--- src/logic/archPkg.sv ---
package archPkg;

  // Vector table slot, the vector address is the slot number times 4
  typedef logic [2:0] vectorIndexT;

  // Exception vector slots
  localparam vectorIndexT vecReset         = 3'd0;
  localparam vectorIndexT vecUndefined     = 3'd1;
  localparam vectorIndexT vecSwi           = 3'd2;
  localparam vectorIndexT vecPrefetchAbort = 3'd3;
  localparam vectorIndexT vecDataAbort     = 3'd4;
  // Slot 5 is reserved in the ARM vector table
  localparam vectorIndexT vecIrq           = 3'd6;
  localparam vectorIndexT vecFiq           = 3'd7;

  // Which PC variant is written to the link register
  typedef logic [1:0] pcSelectT;

  // Normal flow, PCD+8
  localparam pcSelectT pcSelNormal = 2'd0;
  // Faulting instruction itself, PCD+0
  localparam pcSelectT pcSelExact  = 2'd1;
  // Instruction after the last completed one, PCD+4
  localparam pcSelectT pcSelNext   = 2'd2;

endpackage

--- src/logic/pipeCtrlPkg.sv ---
package pipeCtrlPkg;

  // Control states of the exception sequencer
  typedef enum logic [2:0] {
    // Normal execution
    stReady,
    // Second cycle of a data abort, PC is saved here
    stDataAbort2,
    // Last good instruction in E, M or W while an interrupt waits
    stIntE,
    stIntM,
    stIntW,
    // Single-cycle exception travelling through M and W
    stExceptionM,
    stExceptionW
  } exceptionStateT;

  // Single-cycle exception flags, one bit per cause
  typedef logic [2:0] excFlagsT;

  // Bit positions inside excFlagsT
  localparam int excSwiBit           = 2;
  localparam int excPrefetchAbortBit = 1;
  localparam int excUndefinedBit     = 0;

endpackage

--- src/logic/exceptionControl.sv ---
`timescale 1ns/1ps

module exceptionControl import pipeCtrlPkg::*; (
  input  logic           clk,
  input  logic           reset,
  input  logic           dataAbort,
  input  logic           undefinedInstrE,
  input  logic           swiE,
  input  logic           prefetchAbortE,
  input  logic           interruptPending,
  input  logic           unstallD,
  input  logic           stallD,
  input  logic           stallE,
  input  logic           stallM,
  input  logic           stallW,
  input  logic           pcWrPendingF,
  output exceptionStateT state,
  output logic           exceptionFlushD,
  output logic           exceptionFlushE,
  output logic           exceptionFlushM,
  output logic           exceptionFlushW,
  output logic           exceptionStallD,
  output logic           interrupting,
  output logic           dataAbortCycle2,
  output logic           exceptionResetMicrop
);

  exceptionStateT nextState;
  // Flush vector, ordered D E M W
  logic [3:0]     flush;
  // Any of the causes caught in E
  logic           anyCauseE;

  assign anyCauseE = undefinedInstrE | swiE | prefetchAbortE;

  always_ff @(posedge clk) begin
    if (reset) begin
      state <= stReady;
    end else begin
      state <= nextState;
    end
  end

  // Mealy next state and flush logic
  // Priority in stReady is data abort, then E causes, then interrupts
  always_comb begin
    flush     = 4'b0000;
    nextState = state;
    case (state)
      stReady: begin
        if (dataAbort) begin
          // Caught in M, flush everything behind and in front of it
          // D is stalled as well, stall wins over flush there
          flush     = 4'b1111;
          nextState = stDataAbort2;
        end else if (anyCauseE) begin
          // Caught in E, the older instruction in M still completes
          flush     = 4'b1110;
          // CPSR save waits until the exception reaches M
          nextState = stallM ? stReady : stExceptionM;
        end else if (interruptPending) begin
          // Let the last instruction leave D first
          nextState = stallD ? stReady : stIntE;
        end else begin
          nextState = stReady;
        end
      end

      stDataAbort2: begin
        // PC saved this cycle, D gets the vector fetch
        flush     = 4'b1011;
        nextState = stReady;
      end

      stExceptionM: begin
        // Bubble behind the exception
        flush     = 4'b0100;
        nextState = stallW ? stExceptionM : stExceptionW;
      end

      stExceptionW: begin
        flush     = 4'b1000;
        nextState = stallE ? stExceptionW : stReady;
      end

      stIntE: begin
        flush = 4'b0100;
        if (!interruptPending) begin
          // Line dropped, abandon the interrupt
          nextState = stReady;
        end else if (stallE || pcWrPendingF) begin
          // PC writes hold the whole pipe until they retire
          nextState = stIntE;
        end else begin
          nextState = stIntM;
        end
      end

      stIntM: begin
        flush = 4'b0100;
        if (!interruptPending) begin
          nextState = stReady;
        end else begin
          nextState = stallM ? stIntM : stIntW;
        end
      end

      stIntW: begin
        // Grant happens here, next fetch is the vector
        flush = 4'b1000;
        if (interruptPending && stallW) begin
          nextState = stIntW;
        end else begin
          nextState = stReady;
        end
      end

      default: begin
        nextState = stReady;
      end
    endcase
  end

  assign exceptionFlushD = flush[3];
  assign exceptionFlushE = flush[2];
  assign exceptionFlushM = flush[1];
  assign exceptionFlushW = flush[0];

  // Hold D so the return address stays available
  // A completing branch in W releases D in stIntM to let the target in
  assign exceptionStallD = (state == stIntE) ||
                           ((state == stIntM) && !unstallD) ||
                           (state == stExceptionM) ||
                           ((state == stReady) && (dataAbort || anyCauseE));

  assign interrupting         = (state != stReady);
  assign dataAbortCycle2      = (state == stDataAbort2);
  // Abort the running micro-op sequence on a data abort
  assign exceptionResetMicrop = dataAbort;

  // Data abort always returns to stReady after its second cycle
  assert property (@(posedge clk) disable iff (reset)
    (state == stDataAbort2) |=> (state != stDataAbort2));

  // W holds the instruction ahead of the exception and must retire
  assert property (@(posedge clk) disable iff (reset)
    (state == stExceptionM) |-> !exceptionFlushW);

endmodule

--- src/logic/exceptionStageRegs.sv ---
`timescale 1ns/1ps

module exceptionStageRegs import pipeCtrlPkg::*; (
  input  logic           clk,
  input  logic           reset,
  input  logic           stallE,
  input  logic           stallM,
  input  logic           stallW,
  input  logic           pcUpdateW,
  input  excFlagsT       excFlagsE,
  input  exceptionStateT state,
  output excFlagsT       excFlagsW,
  output logic           unstallD
);

  excFlagsT excFlagsM;

  // E to M, an exception already in flight clears the newer one
  always_ff @(posedge clk) begin
    if (reset) begin
      excFlagsM <= '0;
    end else if (!stallM) begin
      if (state != stReady) begin
        excFlagsM <= '0;
      end else begin
        excFlagsM <= excFlagsE;
      end
    end
  end

  // M to W, only passes while the exception sits in M
  always_ff @(posedge clk) begin
    if (reset) begin
      excFlagsW <= '0;
    end else if (!stallW) begin
      if (state != stExceptionM) begin
        excFlagsW <= '0;
      end else begin
        excFlagsW <= excFlagsM;
      end
    end
  end

  // Branch completing in W, lets its target into D during stIntM
  always_ff @(posedge clk) begin
    if (reset) begin
      unstallD <= 1'b0;
    end else if (!stallE) begin
      unstallD <= pcUpdateW;
    end
  end

  // Only one single-cycle exception reaches W at a time
  assert property (@(posedge clk) disable iff (reset) $onehot0(excFlagsW));

endmodule

--- src/logic/interruptGate.sv ---
`timescale 1ns/1ps

module interruptGate import pipeCtrlPkg::*; (
  input  logic           clk,
  input  logic           reset,
  input  logic           irq,
  input  logic           fiq,
  input  logic           irqEnabled,
  input  logic           fiqEnabled,
  input  exceptionStateT state,
  output logic           interruptPending,
  output logic           irqAssert,
  output logic           fiqAssert
);

  logic irqEnSync;
  logic fiqEnSync;
  logic atIntW;

  // Status register changes on the falling edge
  // Move the enables onto the rising edge
  always_ff @(posedge clk) begin
    if (reset) begin
      irqEnSync <= 1'b0;
      fiqEnSync <= 1'b0;
    end else begin
      irqEnSync <= irqEnabled;
      fiqEnSync <= fiqEnabled;
    end
  end

  // Enters or cancels the interrupt sequence
  assign interruptPending = (fiq && fiqEnSync) || (irq && irqEnSync);

  assign atIntW = (state == stIntW);

  // FIQ has priority over IRQ
  assign fiqAssert = atIntW && fiq && fiqEnSync;
  assign irqAssert = atIntW && irq && irqEnSync && !fiqAssert;

  // Grants are exclusive, the vector would be ambiguous otherwise
  assert property (@(posedge clk) disable iff (reset) !(fiqAssert && irqAssert));

endmodule

--- src/logic/vectorSelect.sv ---
`timescale 1ns/1ps

module vectorSelect import archPkg::*, pipeCtrlPkg::*; (
  input  logic        reset,
  input  logic        dataAbortCycle2,
  input  logic        fiqAssert,
  input  logic        irqAssert,
  input  excFlagsT    excFlagsW,
  output vectorIndexT vectorPCnextF,
  output logic        exceptionSavePC,
  output pcSelectT    pcInSelect
);

  logic swiW;
  logic prefetchAbortW;
  logic undefinedW;
  // Any single-cycle exception in W
  logic anyFlagW;

  assign swiW           = excFlagsW[excSwiBit];
  assign prefetchAbortW = excFlagsW[excPrefetchAbortBit];
  assign undefinedW     = excFlagsW[excUndefinedBit];
  assign anyFlagW       = |excFlagsW;

  // Highest priority cause picks the slot
  always_comb begin
    if (reset) begin
      vectorPCnextF = vecReset;
    end else if (dataAbortCycle2) begin
      vectorPCnextF = vecDataAbort;
    end else if (fiqAssert) begin
      vectorPCnextF = vecFiq;
    end else if (irqAssert) begin
      vectorPCnextF = vecIrq;
    end else if (prefetchAbortW) begin
      vectorPCnextF = vecPrefetchAbort;
    end else if (undefinedW) begin
      vectorPCnextF = vecUndefined;
    end else if (swiW) begin
      vectorPCnextF = vecSwi;
    end else begin
      vectorPCnextF = vecReset;
    end
  end

  // Redirect fetch and write the link register on any cause
  assign exceptionSavePC = reset || dataAbortCycle2 || fiqAssert || irqAssert || anyFlagW;

  always_comb begin
    if (fiqAssert || irqAssert) begin
      // Interrupted instruction never ran, return to it
      pcInSelect = pcSelNext;
    end else if (anyFlagW || dataAbortCycle2) begin
      pcInSelect = pcSelExact;
    end else begin
      pcInSelect = pcSelNormal;
    end
  end

endmodule

--- src/logic/exceptionUnit.sv ---
`timescale 1ns/1ps

module exceptionUnit import archPkg::*, pipeCtrlPkg::*; (
  input  logic        clk,
  input  logic        reset,
  // Exception causes from the pipeline
  input  logic        undefinedInstrE,
  input  logic        swiE,
  input  logic        prefetchAbortE,
  input  logic        dataAbort,
  // Interrupt lines and their CPSR enables
  input  logic        irq,
  input  logic        fiq,
  input  logic        irqEnabled,
  input  logic        fiqEnabled,
  // Hazard unit
  input  logic        stallD,
  input  logic        stallE,
  input  logic        stallM,
  input  logic        stallW,
  input  logic        pcWrPendingF,
  input  logic        pcUpdateW,
  // Flags for the CPSR and link register update in W
  output logic        undefinedInstrW,
  output logic        swiW,
  output logic        prefetchAbortW,
  output logic        dataAbortCycle2,
  output logic        irqAssert,
  output logic        fiqAssert,
  output logic        interrupting,
  // Pipeline control
  output logic        exceptionFlushD,
  output logic        exceptionFlushE,
  output logic        exceptionFlushM,
  output logic        exceptionFlushW,
  output logic        exceptionStallD,
  // Fetch redirection
  output vectorIndexT vectorPCnextF,
  output logic        exceptionResetMicrop,
  output logic        exceptionSavePC,
  output pcSelectT    pcInSelect
);

  exceptionStateT state;
  excFlagsT       excFlagsE;
  excFlagsT       excFlagsW;
  logic           interruptPending;
  logic           unstallD;

  // Pack the E causes in flag order
  assign excFlagsE[excSwiBit]           = swiE;
  assign excFlagsE[excPrefetchAbortBit] = prefetchAbortE;
  assign excFlagsE[excUndefinedBit]     = undefinedInstrE;

  exceptionControl ctrl0 (
    .clk(clk), .reset(reset),
    .dataAbort(dataAbort), .undefinedInstrE(undefinedInstrE),
    .swiE(swiE), .prefetchAbortE(prefetchAbortE),
    .interruptPending(interruptPending), .unstallD(unstallD),
    .stallD(stallD), .stallE(stallE), .stallM(stallM), .stallW(stallW),
    .pcWrPendingF(pcWrPendingF), .state(state),
    .exceptionFlushD(exceptionFlushD), .exceptionFlushE(exceptionFlushE),
    .exceptionFlushM(exceptionFlushM), .exceptionFlushW(exceptionFlushW),
    .exceptionStallD(exceptionStallD), .interrupting(interrupting),
    .dataAbortCycle2(dataAbortCycle2), .exceptionResetMicrop(exceptionResetMicrop)
  );

  exceptionStageRegs regs0 (
    .clk(clk), .reset(reset),
    .stallE(stallE), .stallM(stallM), .stallW(stallW),
    .pcUpdateW(pcUpdateW), .excFlagsE(excFlagsE), .state(state),
    .excFlagsW(excFlagsW), .unstallD(unstallD)
  );

  interruptGate gate0 (
    .clk(clk), .reset(reset),
    .irq(irq), .fiq(fiq), .irqEnabled(irqEnabled), .fiqEnabled(fiqEnabled),
    .state(state), .interruptPending(interruptPending),
    .irqAssert(irqAssert), .fiqAssert(fiqAssert)
  );

  vectorSelect vsel0 (
    .reset(reset), .dataAbortCycle2(dataAbortCycle2),
    .fiqAssert(fiqAssert), .irqAssert(irqAssert), .excFlagsW(excFlagsW),
    .vectorPCnextF(vectorPCnextF), .exceptionSavePC(exceptionSavePC),
    .pcInSelect(pcInSelect)
  );

  // W flags out to the CPSR logic
  assign swiW            = excFlagsW[excSwiBit];
  assign prefetchAbortW  = excFlagsW[excPrefetchAbortBit];
  assign undefinedInstrW = excFlagsW[excUndefinedBit];

endmodule

--- config.mk ---
export PLATFORM = sky130hd
export DESIGN_NAME = exceptionUnit
export DESIGN_NICKNAME = d
export VERILOG_FILES = /design/src/logic/archPkg.sv /design/src/logic/pipeCtrlPkg.sv /design/src/logic/exceptionControl.sv /design/src/logic/exceptionStageRegs.sv /design/src/logic/interruptGate.sv /design/src/logic/vectorSelect.sv /design/src/logic/exceptionUnit.sv
export SDC_FILE = /design/constraint.sdc
export NUM_CORES = 1
export LEC_CHECK = 0
export ABC_AREA = 1
export BUFFER_PORTS_ARGS = -buffer_cell sky130_fd_sc_hd__buf_2
export CAP_MARGIN = 5
export CORE_MARGIN = 5
export CORE_UTILIZATION = 40
export DETAILED_ROUTE_END_ITERATION = 16
export MAX_ROUTING_LAYER = met4
export PLACE_DENSITY_LB_ADDON = 0.2
export SLEW_MARGIN = 20
export SYNTH_ARGS = -nofsm -noshare
export SYNTH_HDL_FRONTEND = slang
export SYNTH_HIERARCHICAL = 1
export SYNTH_SLANG_ARGS = --single-unit
export TNS_END_PERCENT = 5
--- constraint.sdc ---
create_clock -name clk -period 3.07 [get_ports clk]
set_clock_uncertainty 0.2 [all_clocks]
set_input_delay 0.307 -clock clk [delete_from_list [all_inputs] [get_ports clk]]
set_output_delay 0.307 -clock clk [all_outputs]
set_load 0.02 [all_outputs]
==> flow_summary.yaml <==
outcome:
  outcome: "completed"
setup_path:
  cp_cell_sequence: "nand2_1, nor2_1, nor2_4, nand3_1, nand2_1, inv_1, buf_2"
  crit_required_ps: 2560
  critPathLaunch: "ctrl0/state[2]"
  slowest_stage: "dfxtp_1"
  critPathArrivalTime_ps: 1700
  crit_type: "register to primary output"
  worstSetupStartpointType: "register"
  max_stage_delay_ps: 610
  end_kind: "primary output"
  r2r_start: "ctrl0/state[1]"
  path_max_fanout: 10
  worst_path_most_repeated_cell: "nand2_1"
timing:
  max_clock_freq_ghz: 0.453
  tns_ps: 0
  fin_crit_ps: 2210
  setup_viol: 0
  hold_viol_final: 0
  rsz0062_at_grt: "false"
  slew_headroom_pct: 66.4
  worst_slew_pin_slew_ps: 504
  maxSlewViolCount: 0
  whs_ps: 38.7
  fin_crit_sh_pct: 71.9
cells_and_area:
  fin_cells: 204
  final_nets: 194
  post-route-util_pct: 53.3
  antenna_cells: 0
  drive_above_1_share_pct: 27.7
  area_growth_syn_to_layout_pct: 26.5
global_routing:
  grt_max_degree: 13
  grt_util_all_layers_pct: 13.3
  grt-ovfl-total: 0
  grt_pass1_wl_um: 3350
  antenna_found_initial: 0
  grt_pass1_vias: 816
pwr:
  powerDensity_nw_per_um2: 398
  p_int_mw: 0.279
  p_leak_nw: 0.580
  peakVddDrop_mv: 0.274
  clock_power_share_pct: 29.4
  p_sw_share_pct: 33.6
  combPwrFrac_pct: 28.2
  power_frac_seq_pct: 42.3
  p_switching_mw: 0.141
yosys:
  synth.area.top_cells: "dfxtp_1 (29%), inv_1 (12%), nand2_1 (12%)"
  synth_top_area_share_pct: 28.8
  ys_types: 20
  synth_area_sq_um: 835
  netlist_top_cells_count: "inv_1 (26), nand2_1 (26), nor2_1 (23)"
  yosys.area.top_type: "dfxtp_1"
  synth_flop_cell: "dfxtp_1"
  ys_seq_elements: 12
  seq_area_frac_synth_pct: 28.8
  async_flop_share_pct: 0
  postSynthCellCount: 141
  avgSynthCellArea_sq_um: 5.92
  synth-edff-count: 0
  syn-num-nets: 157
  yosysWarnings: 6
min_path:
  min-delay-start: "irqEnabled"
  hp-class: "input port to register"
place:
  post-dp-hpwl_um: 1660
  place.gp.congestion: 0.894
  placed_cells: 200
  io_buffers: 34
route:
  dr_wl_met3_um: 91
  top_layer: "met3"
  ant_nets: 0
  detail_route.vias_per_cell: 4.61
  vias: 941
  wl_met2_um: 1030
  routedWlPerCell_um: 10.2
  drt-initial-drc-count: 20
  drc: 0
  wl_um: 2090
  drtPass1Iterations: 4
  drt-met1-wl_um: 969
clocking:
  path_clk_slew_ps: 80
  tritoncts: "yes"
  cts.sinks: 12
  holdBufCountCts: 0
  insertion_delay_ps: 270
  root_buffer: "clkbuf_4"
  cts_max_path_buffers: 2
  postCtsSetupRepairBufs: 0
  htree_levels: 1
  cts_buffers: 3
  cts-resized-gates: 0
floorplanning:
  num_rows: 16
  die_h_um: 55.7
  core_sq_um: 1980
  num_io_pins: 35
  initial_core_util_pct: 42.1
  die_x_um: 55.7
  dieArea_sq_um: 3100
flow_run:
  drv_cap: 0
-- metrics by stage --
| stage | setup slack, ps | power, mW | instance area, sq um |
|---|---|---|---|
| floorplan | 1020 | 0.258 | 835 |
| global placement | 1170 | 0.299 | 1020 |
| detailed placement | 1150 | 0.300 | 1020 |
| CTS | 837 | 0.425 | 1060 |
| global route | 639 | 0.445 | 1060 |
| finish | 864 | 0.420 | 1060 |
-- cells by family after synthesis --
kind of cell | synth area share [%]
DFF | 28.8
buffers and inverters | 15.7
AOI/OAI and AO/OA | 14.5
and+or+nand+nor | 40.9
-- state kept, by name, summed over array words and instances (netlist names) --
signal,flops
ctrl0/state,3
gate0/fiqEnSync,1
gate0/irqEnSync,1
regs0/excFlagsM,3
regs0/excFlagsW,3
regs0/unstallD,1
-- placed cells by master, fill, tap and decap left out, drive strengths merged --
cell type | Yosys | layout
nand3 | 11 | 11
o21bai | 1 | 1
a21oi | 13 | 13
nand3b | 1 | 1
buf | 2 | 34
nor3 | 1 | 1
nand4 | 5 | 5
clkbuf | 0 | 4
o21ai | 9 | 9
dfxtp | 12 | 12
nor2 | 28 | 28
or2 | 1 | 1
inv | 30 | 30
nand2 | 27 | 27
-- area by class of cell --
| type | count | area (sq um) |
|---|---|---|
| well taps | 27 | 33.8 |
| flip-flops and latches | 12 | 240 |
| fillers | 210 | 926 |
| clock buffers | 4 | 36.3 |
| multi-input cells | 97 | 463 |
| repair buffers | 34 | 170 |
| inverters | 30 | 113 |
-- worst paths after layout --
kind | end | slack (ps) | cells past startpoint
hold / removal | gate0/irqEnSync | 40 | 3
setup / recovery | vectorPCnextF[1] | 860 | 7
hold reg to reg | regs0/unstallD | 250 | 2
setup reg to reg | ctrl0/state[0] | 1610 | 6
-- worst max-delay path: cells and delay by family (launching register included) --
| kind | cells | cell delay [ps] |
|---|---|---|
| buf+inv | 2 | 200 |
| simple gates | 5 | 610 |
| flops | 1 | 610 |
-- layer usage --
layer	GRT usage, %	vias to the layer above
met5	-	-
met4	2.08	0
met3	3.94	0
met2	22.6	21
met1	15.6	406
li1	-	514
-- power by group through the flow --
stage                     registers, mW  logic [mW]  clock network (mW)
after CTS                         0.178       0.120               0.128
after global placement            0.181       0.118                   0
after global routing              0.180       0.132               0.134
after detailed placement          0.181       0.119                   0
after floorplan                   0.180      0.0775                   0
final                             0.178       0.119               0.124
No activity file was read; power rests on OpenSTA's default activity.
